==> config.mk <==
export PLATFORM = sky130hd
export DESIGN_NAME = tcb_periph
export DESIGN_NICKNAME = d
export VERILOG_FILES = /design/src/rtl/tcb_pkg.sv /design/src/rtl/tcb_periph.sv /design/src/rtl/tcb_result.sv /design/src/rtl/tcb_exec.sv /design/src/rtl/tcb_decode.sv
export VERILOG_INCLUDE_DIRS = /design/src /design/src/rtl
export SDC_FILE = /design/constraint.sdc
export NUM_CORES = 1
export LEC_CHECK = 0
export CORE_MARGIN = 2
export CORE_UTILIZATION = 60
export CTS_CLUSTER_SIZE = 10
export DETAILED_ROUTE_END_ITERATION = 7
export DONT_BUFFER_PORTS = 1
export PLACE_DENSITY = 0.84
export SYNTH_ARGS = -nofsm -noshare
export SYNTH_HDL_FRONTEND = slang
export SYNTH_SLANG_ARGS = --single-unit
==> constraint.sdc <==
create_clock -name bus -period 2.5 [get_ports bus]
set_input_delay 0 -clock bus [delete_from_list [all_inputs] [get_ports bus]]
set_output_delay 0 -clock bus [all_outputs]
set_load 0.01 [all_outputs]
==> src/rtl/tcb_defines.svh <==
//////////////////////////////////////////////////
// bus widths, register map and response delay of
// the register peripheral, shared by RTL and testbench
// include wherever a macro below is used
//////////////////////////////////////////////////

`ifndef TCB_DEFINES_SVH
`define TCB_DEFINES_SVH

// address width in bits
`define TCB_AW 32

// data width in bits
`define TCB_DW 32

// one enable per data byte
`define TCB_BW 4

// scratch words, the id word sits right after them
`define TCB_NREG 8

// constant returned by a read of the id word
`define TCB_ID_VAL 32'h7cb0_01a5

// response pipeline depth
// valid range is 1 to 3
`define TCB_DLY 1

`endif
==> src/rtl/tcb_pkg.sv <==
//////////////////////////////////////////////////
// types of the register peripheral
// request, decoded operation and response structs
// import with a wildcard in the module header
//////////////////////////////////////////////////

package tcb_pkg;

  `include "tcb_defines.svh"

  // register index width
  localparam int unsigned tcb_iw = $clog2(`TCB_NREG);
  // byte offset bits inside a word address
  localparam int unsigned tcb_ab = $clog2(`TCB_BW);

  //////////////////////////////////////////////////
  // bus side
  //////////////////////////////////////////////////

  // request from the manager
  typedef struct packed {
    logic               valid;
    logic               wen;
    logic [`TCB_AW-1:0] adr;
    logic [`TCB_BW-1:0] ben;
    logic [`TCB_DW-1:0] wdt;
  } tcb_req_t;

  // response back to the manager
  typedef struct packed {
    logic               valid;
    logic [`TCB_DW-1:0] rdt;
    logic               error;
  } tcb_rsp_t;

  //////////////////////////////////////////////////
  // between decode and execute
  //////////////////////////////////////////////////

  typedef enum logic [1:0] {
    op_idle,
    op_read,
    op_write,
    op_fault
  } tcb_op_e;

  // id set selects the id word, idx is then ignored
  typedef struct packed {
    tcb_op_e            op;
    logic               id;
    logic [tcb_iw-1:0]  idx;
    logic [`TCB_BW-1:0] ben;
    logic [`TCB_DW-1:0] wdt;
  } tcb_dec_t;

endpackage

==> src/rtl/tcb_periph.sv <==
//////////////////////////////////////////////////
// register peripheral top
// decode, execute and result stages in a row
// response comes 2 + delay edges after a request
//////////////////////////////////////////////////

module tcb_periph
  import tcb_pkg::*;
(
  // clock and reset
  input  logic     bus,
  input  logic     rst_n,
  // bus request and response
  input  tcb_req_t req,
  output tcb_rsp_t rsp
);

  //////////////////////////////////////////////////
  // stage links
  //////////////////////////////////////////////////

  // decoded operation
  tcb_dec_t dec;
  // response before the delay pipeline
  tcb_rsp_t raw;

  //////////////////////////////////////////////////
  // stages
  //////////////////////////////////////////////////

  // classify one request per cycle
  tcb_decode decode_i (
    .bus   (bus),
    .rst_n (rst_n),
    .req   (req),
    .dec   (dec)
  );

  // scratch bank access
  tcb_exec exec_i (
    .bus   (bus),
    .rst_n (rst_n),
    .dec   (dec),
    .raw   (raw)
  );

  // response delay
  tcb_result result_i (
    .bus   (bus),
    .rst_n (rst_n),
    .raw   (raw),
    .rsp   (rsp)
  );

endmodule

==> src/rtl/tcb_result.sv <==
//////////////////////////////////////////////////
// result stage
// delays the raw response by dly cycles and
// drives it onto the bus
//////////////////////////////////////////////////

`include "tcb_defines.svh"

module tcb_result
  import tcb_pkg::*;
#(
  // response delay in cycles
  parameter int unsigned dly = `TCB_DLY
)(
  input  logic     bus,
  input  logic     rst_n,
  input  tcb_rsp_t raw,
  output tcb_rsp_t rsp
);

  // at least one stage is needed
  if (dly < 1) begin : g_dly_check
    $error("tcb_result needs dly of 1 or more");
  end

  //////////////////////////////////////////////////
  // shift pipeline
  //////////////////////////////////////////////////

  logic               vld_q [dly];
  logic [`TCB_DW-1:0] rdt_q [dly];
  logic               err_q [dly];

  // valid bits
  always_ff @(posedge bus or negedge rst_n) begin
    if (!rst_n) begin
      for (int i = 0; i < dly; i++) begin
        vld_q[i] <= 1'b0;
      end
    end else begin
      vld_q[0] <= raw.valid;
      for (int i = 1; i < dly; i++) begin
        vld_q[i] <= vld_q[i-1];
      end
    end
  end

  // data and error follow along
  always_ff @(posedge bus) begin
    rdt_q[0] <= raw.rdt;
    err_q[0] <= raw.error;
    for (int i = 1; i < dly; i++) begin
      rdt_q[i] <= rdt_q[i-1];
      err_q[i] <= err_q[i-1];
    end
  end

  // last stage drives the bus
  assign rsp = '{valid: vld_q[dly-1], rdt: rdt_q[dly-1], error: err_q[dly-1]};

  a_rsp_error_known: assert property (
    @(posedge bus) disable iff (!rst_n) rsp.valid |-> !$isunknown(rsp.error)
  ) else $error("rsp.error is unknown on a valid response");

endmodule

==> src/rtl/tcb_exec.sv <==
//////////////////////////////////////////////////
// execute stage
// holds the scratch bank, applies decoded
// operations in order and forms the raw response
//////////////////////////////////////////////////

`include "tcb_defines.svh"

module tcb_exec
  import tcb_pkg::*;
(
  input  logic     bus,
  input  logic     rst_n,
  input  tcb_dec_t dec,
  output tcb_rsp_t raw
);

  // bits per byte lane
  localparam int unsigned sw = `TCB_DW / `TCB_BW;

  //////////////////////////////////////////////////
  // scratch bank
  //////////////////////////////////////////////////

  logic [`TCB_DW-1:0] mem [`TCB_NREG];

  // words must read zero after reset
  always_ff @(posedge bus or negedge rst_n) begin
    if (!rst_n) begin
      for (int i = 0; i < `TCB_NREG; i++) begin
        mem[i] <= '0;
      end
    end else if (dec.op == op_write) begin
      // only enabled lanes change
      for (int b = 0; b < `TCB_BW; b++) begin
        if (dec.ben[b]) begin
          mem[dec.idx][b*sw +: sw] <= dec.wdt[b*sw +: sw];
        end
      end
    end
  end

  //////////////////////////////////////////////////
  // response forming
  //////////////////////////////////////////////////

  logic [`TCB_DW-1:0] rdt_nxt;
  logic               err_nxt;

  always_comb begin
    rdt_nxt = '0;
    err_nxt = 1'b0;
    case (dec.op)
      op_read: begin
        // id word or a scratch word
        rdt_nxt = dec.id ? `TCB_ID_VAL : mem[dec.idx];
      end
      op_fault: begin
        // zero data, bank untouched
        err_nxt = 1'b1;
      end
      default: begin
        // write answers zero without error
        rdt_nxt = '0;
      end
    endcase
  end

  logic               vld_q;
  logic [`TCB_DW-1:0] rdt_q;
  logic               err_q;

  // one response for every non idle opcode
  always_ff @(posedge bus or negedge rst_n) begin
    if (!rst_n) begin
      vld_q <= 1'b0;
    end else begin
      vld_q <= dec.op != op_idle;
    end
  end

  always_ff @(posedge bus) begin
    rdt_q <= rdt_nxt;
    err_q <= err_nxt;
  end

  assign raw = '{valid: vld_q, rdt: rdt_q, error: err_q};

  // decode turns id writes into faults
  a_write_scratch: assert property (
    @(posedge bus) disable iff (!rst_n) (dec.op == op_write) |-> !dec.id
  ) else $error("write opcode selects the id word");

endmodule

==> src/rtl/tcb_decode.sv <==
//////////////////////////////////////////////////
// request decode stage
// registers each accepted request and classifies
// it into an opcode, register index and fault
//////////////////////////////////////////////////

`include "tcb_defines.svh"

module tcb_decode
  import tcb_pkg::*;
(
  input  logic     bus,
  input  logic     rst_n,
  input  tcb_req_t req,
  output tcb_dec_t dec
);

  // word address width
  localparam int unsigned ww = `TCB_AW - tcb_ab;
  // id word follows the last scratch word
  localparam logic [ww-1:0] id_word = ww'(`TCB_NREG);

  //////////////////////////////////////////////////
  // classification
  //////////////////////////////////////////////////

  logic [ww-1:0] word;
  logic          misaligned;
  logic          out_of_range;
  logic          id_hit;
  tcb_op_e       op_nxt;

  assign word         = req.adr[`TCB_AW-1:tcb_ab];
  assign misaligned   = |req.adr[tcb_ab-1:0];
  assign out_of_range = word > id_word;
  assign id_hit       = word == id_word;

  always_comb begin
    if (!req.valid) begin
      op_nxt = op_idle;
    end else if (misaligned || out_of_range) begin
      op_nxt = op_fault;
    end else if (req.wen && id_hit) begin
      // id word is read only
      op_nxt = op_fault;
    end else begin
      op_nxt = req.wen ? op_write : op_read;
    end
  end

  //////////////////////////////////////////////////
  // registers
  //////////////////////////////////////////////////

  tcb_op_e              op_q;
  logic                 id_q;
  logic [tcb_iw-1:0]    idx_q;
  logic [`TCB_BW-1:0]   ben_q;
  logic [`TCB_DW-1:0]   wdt_q;

  // opcode is the only control state here
  always_ff @(posedge bus or negedge rst_n) begin
    if (!rst_n) begin
      op_q <= op_idle;
    end else begin
      op_q <= op_nxt;
    end
  end

  // payload only loads on a transfer
  always_ff @(posedge bus) begin
    if (req.valid) begin
      id_q  <= id_hit;
      idx_q <= word[tcb_iw-1:0];
      ben_q <= req.ben;
      wdt_q <= req.wdt;
    end
  end

  assign dec = '{op: op_q, id: id_q, idx: idx_q, ben: ben_q, wdt: wdt_q};

  // manager must never leave valid floating
  a_req_valid_known: assert property (
    @(posedge bus) disable iff (!rst_n) !$isunknown(req.valid)
  ) else $error("req.valid is unknown");

endmodule

==> metrics.yaml, run 1 <==
outcome:
  status: "complete, but fails checks"
  violations: "negative hold slack"
clock_network:
  cts_hold_buffers: 48
  h-tree-depth: 2
  cts_sinks: 366
  cts_resized: 0
  numCtsBuffers: 42
  clkSlewWorstSetupHoldPaths_ns: 0.05
  post_cts_buffers: 0
  cts.path.max_buffers: 3
  clk_latency_ns: 0.52
  cts_tree: "built"
  clockRootBuffer: "clkbuf_16"
yosys:
  synth_edf_count: 40
  yosys_warnings: 0
  synth_area_leaders: "dfrtp_1, mux2_2, dfxtp_1"
  syn_area_um2: 14810
  ys_seq_elements: 366
  yosys.area.top_type_share_pct: 43.92
  ys.flop_type: "dfrtp_1"
  async_flop_share_pct: 71.04
  netlist_instances: 947
  avgSynthCellArea_um2: 15.64
  synth_cell_type_count: 57
  syn_nets: 1019
  synth_top_area_cell: "dfrtp_1"
  seq_area_frac_synth_pct: 60.95
pwr:
  power.leakage_nw: 7.490
  peakVddDrop_mv: 0.6477
  total_power_w: 0.01545
  power-per-cell-area_nw_per_um2: 910.9
timing:
  clock_skew_ns: 0.01058
  tightest_slew_ns: 0.6699
  setup_slack_ns: 0.3346
  setup_viol: 0
  relSlewSlack_pct: 55.34
  rsz0062_at_grt: "no"
  drv_slew: 0
  tns_ns: 0
  fin_crit_ns: 2.165
  hold_slack_ns: -0.8262
  fin_crit_sh_pct: 86.61
  fmax_ghz: 0.4618
  final_hold_viol_count: 260
routing:
  routed_wl_um: 33190
  num_vias: 8601
  drc: 0
  final_antenna_net_count: 0
  avgRoutedWirePerCell_um: 23.93
  dr.first_iter.drc_count: 676
  drt_pass1_iterations: 5
  avgViaCountPerCell: 6.201
critical_path:
  crit_family: "buffers and inverters"
  cp-start-kind: "flip-flop"
  critPathSlowestCell: "edfxtp_1"
  critPathKind: "flip-flop to flip-flop"
  arrival_ns: 2.58
  cp_common_cell: "buf_4"
  crit_chain: "buf_4, and3_1, buf_4, a22oi_1, a41oi_1"
  crit_buf_inv: 2
  crit_fanout: 16
  required_ns: 2.91
  end_kind: "flip-flop"
  slowest_delay_ns: 0.54
global_routing:
  antenna_found_initial: 1
  grt_overflow_total: 0
  grt_max_degree: 261
  grt_pass1_vias: 9395
  grt.total_usage_pct: 26.45
  grt_pass1_wl_um: 53210
final_layout:
  layout-drive-gt1-share_pct: 38.14
  area_growth_pct: 14.52
  final_util_pct: 69.96
  fin_nets: 1103
  final_area_um2: 16970
floorplanning:
  start_util_pct: 61.09
  io_pins: 106
  chipHeight_um: 161.1
  coreArea_um2: 24250
  die_x_um: 161.1
  fp-row-count: 57
  die_area_um2: 25960
place:
  globalplace.congestion: 0.8026
  post_dp_cell_area_um2: 15220
  post-place-ws_ns: 0.3783
  dp_hpwl_um: 19650
  io_buffers: 0
flow_run:
  maxCapViolCount: 0
min_path:
  hold_path.class: "input pin to asynchronous set/reset pin"
## flip-flops by register name (all words and copies together) (netlist names)
name,cells
exec_i.mem,256
decode_i.wdt_q,32
exec_i.rdt_q,32
result_i.rdt_q,32
decode_i.ben_q,4
decode_i.idx_q,3
decode_i.op_q,2
decode_i.id_q,1
exec_i.err_q,1
exec_i.vld_q,1
result_i.err_q,1
result_i.vld_q,1
## cell type report
class                      count  area, µm²
inverter                       4      15.01
sequential                   366       9029
tap                          324      405.4
antenna                        1      2.502
multi-input combinational    537       5502
fill                        1604       7283
clock buffer                  75       1249
timing repair buffer          80      763.2
## stage by stage
step / hold WS [ns] / cells
2_1_floorplan: -0.2956 / 947
3_3_place_gp: -0.2804 / 1263
3_5_place_dp: -0.2796 / 1263
4_1_cts: -0.8320 / 1386
5_1_grt: -0.8443 / 1387
6_report: -0.8262 / 1387
## where the power goes
| part | internal [W] | switching, W | total, W | leakage [nW] |
|---|---|---|---|---|
| Clock | 0.00335 | 0.00224 | 0.00559 | 0.596 |
| Combinational | 0.00116 | 0.000745 | 0.00191 | 2.64 |
| Sequential | 0.00721 | 0.000743 | 0.00796 | 4.25 |
| Total | 0.0117 | 0.00373 | 0.0155 | 7.49 |
## logic make-up (layout without fill, tap and decap cells)
kind of cell    count (synthesis)  count (layout)  synth area share, %
buf+inv                        44             159                1.951
other cells                     0               1                    0
simple gates                   96              96                7.103
flops                         366             366                60.95
compound gates                159             159                8.412
mux                           282             282                21.59
## layout by cell type (no fill, tap or decap), types with 5 or more instances in the layout
cell           instances
a22o_1                10
clkbuf_16             45
a22oi_1               62
a21oi_1               19
edfxtp_1              40
buf_4                 30
mux2_4                 8
dfxtp_1               66
a221oi_2               7
o2bb2ai_1              5
mux2i_1               15
dfrtp_1              260
a221oi_1              16
mux2_1                12
nand2_1                7
a31oi_1               15
a41oi_1                9
nor2_4                 9
nor2_8                23
dlygate4sd3_1         47
or2_2                  7
nand2_4                5
clkbuf_1              29
nor4_1                 7
mux2_2               246
## metal layers
layer	track usage, %	vias up	wire [µm]
met2	43.62	329	16400
li1	-	3746	-
met4	8.969	0	857
met5	0	-	0
met3	4.879	70	2201
met1	35.81	4456	13730
## worst paths after layout
kind / start / cells past startpoint / endpoint / slack (ns)
max: decode_i.idx_q[2] / 5 / exec_i.rdt_q[14] / 0.33
min: rst_n / 0 / exec_i.mem[153] / -0.83
max reg2reg: decode_i.idx_q[2] / 5 / exec_i.rdt_q[14] / 0.33
min reg2reg: exec_i.rdt_q[7] / 0 / result_i.rdt_q[0][7] / 0.32
max in group asynchronous: rst_n / 0 / exec_i.mem[131] / 2.92
min in group bus: req[30] / 1 / decode_i.wdt_q[30] / 0.10
## Yosys cell counts, drive strengths merged (10+ instances only)
cell    number
nand2       17
buf         37
a22o        10
mux2i       15
dfrtp      260
nor2        38
a21oi       19
a31oi       15
dfxtp       66
a41oi       10
edfxtp      40
a22oi       62
mux2       266
a221oi      23
No activity file was read; power rests on OpenSTA's default activity.
==> inputs of run 2 (changes only) <==
Clock period 2.5 ns to 2.4 ns, I/O delays scaled along.
==> run 2 against run 1 <==
Against the previous run: the flow still finishes with violations (negative hold slack); clock power is 3% higher; sequential share of layout area is 0.11 points higher; clock-buffer cell count is 5 lower; clock skew is 0.0021 ns lower; worst hold slack hardly changed; sequential power is 4.1% higher; combinational power is 4% higher; critical path type unchanged.
==> metrics.yaml, run 2 (same netlist as run 1, synthesis figures left out) <==
outcome:
  status: "complete, but fails checks"  # unchanged
  violations: "negative hold slack"  # unchanged
critical_path:
  cp-start-kind: "flip-flop"  # unchanged
  critPathSlowestCell: "edfxtp_1"  # unchanged
  end_kind: "flip-flop"  # unchanged
  arrival_ns: 2.43  # was 2.58 ns
  r2r_slack_ns: 0.40  # was 0.33 ns
  critPathKind: "flip-flop to flip-flop"  # unchanged
  crit_chain: "and2b_4, and2_1, buf_12, a22oi_1, a41oi_1"  # was buf_4, and3_1, buf_4, a22oi_1, a41oi_1
  slowest_delay_ns: 0.58  # was 0.54 ns
  worstReg2RegStart: "decode_i.idx_q[0]"  # was decode_i.idx_q[2]
  crit_fanout: 13  # was 16
  required_ns: 2.83  # was 2.91 ns
  reg2reg_depth: 5  # unchanged
  r2r_end: "exec_i.rdt_q[12]"  # was exec_i.rdt_q[14]
  crit_start: "decode_i.idx_q[0]"  # was decode_i.idx_q[2]
final_layout:
  area_growth_pct: 14.27  # was 14.52%
  layout-drive-gt1-share_pct: 38.16  # was 38.14%
  multiInputGateArea_um2: 5502  # unchanged
  layout.area.seq_um2: 9029  # unchanged
  fin_nets: 1102  # was 1103
  top_register: "exec_i.mem"  # unchanged
  final_common_cell: "dfrtp_1"  # unchanged
  final_cells: 1381  # was 1387
  final_cell_mix: "dfrtp_1, mux2_2, dfxtp_1"  # unchanged
  largest_reg_flops: 256  # unchanged
  nFillCells: 1590  # was 1604
place:
  globalplace.congestion: 0.8114  # was 0.8026
  dp_hpwl_um: 19360  # was 19650 µm
  dp.cells: 1262  # was 1263
  io_buffers: 0  # unchanged
timing:
  clock_skew_ns: 0.008476  # was 0.01058 ns
  hold_slack_ns: -0.8264  # was -0.8262 ns
  fmax_ghz: 0.4993  # was 0.4618 GHz
  fin_crit_sh_pct: 83.44  # was 86.61%
  fin_crit_ns: 2.003  # was 2.165 ns
  setup_viol: 0  # unchanged
  relSlewSlack_pct: 59.07  # was 55.34%
  final_hold_viol_count: 260  # unchanged
  drv_slew: 0  # unchanged
  rsz0062_at_grt: "no"  # unchanged
  tns_ns: 0  # unchanged
  tightest_slew_ns: 0.6140  # was 0.6699 ns
routing:
  num_vias: 8555  # was 8601
  avgRoutedWirePerCell_um: 23.88  # was 23.93 µm
  final_antenna_net_count: 0  # unchanged
  drc: 0  # unchanged
  avgViaCountPerCell: 6.195  # was 6.201
  dr.first_iter.drc_count: 716  # was 676
  routed_wl_um: 32980  # was 33190 µm
  drt_pass1_iterations: 5  # unchanged
global_routing:
  grt_pass1_wl_um: 52320  # was 53210 µm
  grt_overflow_total: 0  # unchanged
  antenna_found_initial: 1  # unchanged
  grt.total_usage_pct: 26.16  # was 26.45%
  grt_max_degree: 261  # unchanged
  grt_pass1_vias: 9367  # was 9395
floorplanning:
  die_area_um2: 25960  # unchanged
  start_util_pct: 61.09  # unchanged
  fp-row-count: 57  # unchanged
  coreArea_um2: 24250  # unchanged
  die_x_um: 161.1  # unchanged
  io_pins: 106  # unchanged
  chipHeight_um: 161.1  # unchanged
clock_network:
  clockRootBuffer: "clkbuf_16"  # unchanged
  cts_tree: "built"  # unchanged
  cts_hold_buffers: 48  # unchanged
  clk_latency_ns: 0.53  # was 0.52 ns
  cts.path.max_buffers: 3  # unchanged
  cts_sinks: 366  # unchanged
  cts_resized: 0  # unchanged
  post_cts_buffers: 0  # unchanged
  h-tree-depth: 2  # unchanged
  numCtsBuffers: 42  # unchanged
  clkSlewWorstSetupHoldPaths_ns: 0.06  # was 0.05 ns
min_path:
  hold_path.class: "input pin to asynchronous set/reset pin"  # unchanged
flow_run:
  maxCapViolCount: 0  # unchanged
pwr:
  total_power_w: 0.01602  # was 0.01545 W
  power-per-cell-area_nw_per_um2: 946.5  # was 910.9 nW/µm²
  power.leakage_nw: 7.473  # was 7.490 nW
  peakVddDrop_mv: 0.6968  # was 0.6477 mV
[run 2: power by group]
| part | leakage, nW | switching (W) | internal [W] |
|---|---|---|---|
| Clock | 0.584 | 0.00232 | 0.00343 |
| Combinational | 2.64 | 0.000774 | 0.00121 |
| Sequential | 4.25 | 0.000772 | 0.00752 |
| Total | 7.47 | 0.00387 | 0.0122 |
[run 2: final cells by class]
cell class                      instances  area share [%]
Inverter                                4         0.08869
Antenna cell                            1         0.01478
Clock buffer                           70           7.206
Timing Repair Buffer                   79           4.464
Sequential cell                       366           53.33
Multi-Input combinational cell        537           32.50
Tap cell                              324           2.395
[run 2: worst max-delay path by stage]
| stage | end | slack [ns] |
|---|---|---|
| after global routing | exec_i.rdt_q[12] | 0.30 |
| after global placement | exec_i.rdt_q[20] | 0.37 |
| final | exec_i.rdt_q[12] | 0.40 |
| after floorplan | exec_i.mem[100] | 0.76 |
| after detailed placement | exec_i.rdt_q[20] | 0.38 |
| after CTS | exec_i.rdt_q[20] | 0.36 |
[run 2: worst max-delay path, delay by kind of cell, from the launching register on]
family          cells  cell delay, ns
simple gates        2            0.73
flops               1            0.58
buf+inv             1            0.22
compound gates      2            0.37
[run 2: per-layer routing]
metal  vias to the layer above  part of all wire, %  wire, µm  global-route usage, %
met5                         -                    0         0                      0
met4                         0                  3.3      1101                  10.92
met3                        88                  6.0      1986                  4.802
met2                       334                   49     16170                  42.47
met1                      4401                   42     13730                  35.14
li1                       3732                    -         -                      -
[run 2: through the flow]
step	hold WS, ns	setup WS, ns	cell area (µm²)	utilization (%)
6_report	-0.8264	0.3973	16930	69.81
2_1_floorplan	-0.2956	0.7599	14810	-
4_1_cts	-0.8348	0.3609	16930	69.80
5_1_grt	-0.8383	0.3004	16930	69.81
3_3_place_gp	-0.2786	0.3692	15210	62.72
3_5_place_dp	-0.2802	0.3768	15210	62.72
==> inputs of run 3 (changes only) <==
Settings changed: CORE_UTILIZATION 60 to 57, PLACE_DENSITY 0.84 to 0.83.
Clock period 2.4 ns to 1.7 ns, I/O delays scaled along.
==> run 3 against run 2 <==
Against the previous run: the run ends with negative hold slack, negative setup slack left; fmax is 8.7% higher; total power grew 50%; clock-buffer cell count rose by 5; sequential power increased by 44%; sequential share of layout area fell by 5.2 points; cell area grew 11%; routed wire length is 19% higher; global-route usage grew 1.2 points; first-iteration DRC count is 30% higher.
==> metrics.yaml, run 3 (same netlist as run 1, synthesis figures left out) <==
outcome:
  violations: "negative hold slack, negative setup slack"  # was negative hold slack
  status: "complete, but fails checks"  # unchanged
clock_network:
  clk_latency_ns: 0.53  # about the same
  numCtsBuffers: 42  # unchanged
  cts_hold_buffers: 48  # unchanged
  clkSlewWorstSetupHoldPaths_ns: 0.06  # about the same
  cts.path.max_buffers: 3  # unchanged
  cts_tree: "built"  # unchanged
  cts_sinks: 366  # unchanged
  clockRootBuffer: "clkbuf_16"  # unchanged
  h-tree-depth: 2  # unchanged
critical_path:
  required_ns: 2.13  # was 2.83 ns
  worstReg2RegStart: "decode_i.idx_q[1]"  # was decode_i.idx_q[0]
  r2r_slack_ns: -0.14  # was 0.40 ns
  arrival_ns: 2.27  # was 2.43 ns
  critPathKind: "flip-flop to flip-flop"  # unchanged
  r2r_end: "exec_i.rdt_q[31]"  # was exec_i.rdt_q[12]
  crit_fanout: 12  # was 13
  end_kind: "flip-flop"  # unchanged
  reg2reg_depth: 7  # was 5
  cp-start-kind: "flip-flop"  # unchanged
floorplanning:
  coreArea_um2: 25760  # was 24250 µm²
  die_x_um: 165.2  # was 161.1 µm
  io_pins: 106  # unchanged
  chipHeight_um: 165.2  # was 161.1 µm
  start_util_pct: 57.50  # was 61.09%
  fp-row-count: 59  # was 57
  die_area_um2: 27300  # was 25960 µm²
routing:
  drc: 0  # unchanged
  dr.first_iter.drc_count: 934  # was 716
  wl_met1_um: 15640  # was 13730 µm
  routed_wl_um: 39320  # was 32980 µm
  num_vias: 9304  # was 8555
  wl_met2_um: 19390  # was 16170 µm
  route.met3.wl_um: 2405  # was 1986 µm
  avgRoutedWirePerCell_um: 26.99  # was 23.88 µm
  avgViaCountPerCell: 6.386  # was 6.195
  drt_pass1_iterations: 5  # unchanged
  final_antenna_net_count: 0  # unchanged
  top_layer: "met4"  # unchanged
final_layout:
  fin_nets: 1160  # was 1102
  final_area_um2: 18750  # was 16930 µm²
  final_util_pct: 72.79  # was 69.81%
  top_register: "exec_i.mem"  # unchanged
  layout-drive-gt1-share_pct: 45.32  # was 38.16%
  area_growth_pct: 26.59  # was 14.27%
  largest_reg_flops: 256  # unchanged
  nFillCells: 1451  # was 1590
  final_cell_mix: "dfrtp_1, mux2_4, mux2_2"  # was dfrtp_1, mux2_2, dfxtp_1
  final_common_cell: "dfrtp_1"  # unchanged
place:
  io_buffers: 0  # unchanged
  globalplace.congestion: 0.8092  # was 0.8114
  post_dp_cell_area_um2: 15700  # was 15210 µm²
  dp_hpwl_um: 20630  # was 19360 µm
flow_run:
  maxCapViolCount: 0  # unchanged
global_routing:
  grt_pass1_wl_um: 56340  # was 52320 µm
  grt.total_usage_pct: 27.36  # was 26.16%
  grt_max_degree: 261  # unchanged
  grt_overflow_total: 0  # unchanged
  grt_pass1_vias: 9893  # was 9367
  antenna_found_initial: 0  # was 1
pwr:
  switchingPower_w: 0.006153  # was 0.003869 W
  intPower_w: 0.01789  # was 0.01215 W
  peakVddDrop_mv: 0.9875  # was 0.6968 mV
  clockPowerShare_pct: 33.8  # was 35.9%
  total_power_w: 0.02405  # was 0.01602 W
  p_sw_share_pct: 25.59  # was 24.14%
  power-per-cell-area_nw_per_um2: 1282  # was 946.5 nW/µm²
  power_frac_seq_pct: 49.7  # was 51.7%
  power.leakage_nw: 8.293  # was 7.473 nW
  combPwrFrac_pct: 16.5  # was 12.4%
timing:
  relSlewSlack_pct: 60.07  # was 59.07%
  fmax_ghz: 0.5429  # was 0.4993 GHz
  final_hold_viol_count: 260  # unchanged
  fin_crit_ns: 1.842  # was 2.003 ns
  setup_slack_ns: -0.1421  # was 0.3973 ns
  clock_skew_ns: 0.01603  # was 0.008476 ns
  rsz0062_at_grt: "yes"  # was no
  tightest_slew_ns: 0.5990  # was 0.6140 ns
  fin_crit_sh_pct: 108.4  # was 83.44%
  hold_slack_ns: -0.8289  # was -0.8264 ns
  setup_viol: 258  # was 0
  drv_slew: 0  # unchanged
min_path:
  hold_path.class: "input pin to asynchronous set/reset pin"  # unchanged
==> run 3: cell count changes in the layout (fill, tap and decap cells not counted), sizes merged <==
cell / previous run / this run
buf: 32 / 88
inv: 4 / 5
clkinv: 0 / 1
clkbuf: 70 / 77
==> run 3: layout make-up <==
| type | count | area, µm² | area share [%] |
|---|---|---|---|
| well taps | 335 | 419.2 | 2.235 |
| inverters | 4 | 17.52 | 0.09341 |
| repair buffers | 137 | 1613 | 8.600 |
| multi-input cells | 537 | 6462 | 34.46 |
| diodes | 1 | 2.502 | 0.01334 |
| clock inverters | 2 | 13.76 | 0.07339 |
| flip-flops and latches | 366 | 9029 | 48.15 |
| clock buffers | 75 | 1196 | 6.378 |
==> run 3: what timing repair did <==
action                                  4_1_cts  5_1_grt
hold endpoints to repair                    342      260
pin swaps                                    23       32
gates resized for setup                     100      167
endpoints found under the setup margin      281      289
buffers inserted                              7       10
gates cloned                                  0        2
==> run 3: through the flow <==
stage / TNS, ns / setup WS [ns] / hold slack (ns) / instances
3_3_place_gp: -17.43 / -0.1273 / -0.2795 / 1312
5_1_grt: -24.52 / -0.1660 / -0.8448 / 1456
4_1_cts: -4.475 / -0.05782 / -0.8360 / 1444
2_1_floorplan: 0 / 0.05994 / -0.2956 / 947
3_5_place_dp: -17.65 / -0.1506 / -0.2825 / 1312
6_report: -14.96 / -0.1421 / -0.8289 / 1457
==> run 3: worst max-delay path by stage <==
stage                            startpoint          endpoint  slack [ns]  depth (start not counted)
after floorplan           decode_i.idx_q[0]   exec_i.mem[100]        0.06                          5
after global placement    decode_i.idx_q[1]   exec_i.mem[250]       -0.13                          5
after detailed placement  decode_i.idx_q[0]  exec_i.rdt_q[30]       -0.15                          6
after CTS                 decode_i.idx_q[1]   exec_i.mem[119]       -0.06                          5
after global routing      decode_i.idx_q[1]   exec_i.mem[120]       -0.17                          5
final                     decode_i.idx_q[1]  exec_i.rdt_q[31]       -0.14                          7
==> run 3: power by group through the flow <==
stage	combinational, W	sequential (W)	clock [W]
after CTS	0.00326	0.0117	0.00816
after global routing	0.00420	0.0121	0.00859
final	0.00396	0.0119	0.00814
after detailed placement	0.00280	0.0118	0
after global placement	0.00267	0.0117	0
after floorplan	0.00227	0.0114	0
==> run 3: routing by layer <==
metal / up-vias / global-route usage, %
li1: 3868 / -
met5: - / 0
met4: 0 / 12.65
met2: 416 / 44.98
met3: 147 / 4.620
met1: 4873 / 35.77
==> run 3: critical path: stages (launching register included) <==
cell      delay [ns]
edfxtp_1        0.46
buf_6           0.24
inv_1           0.14
nor3_4          0.26
buf_12          0.21
buf_4           0.15
a22oi_1         0.08
a41oi_1         0.21
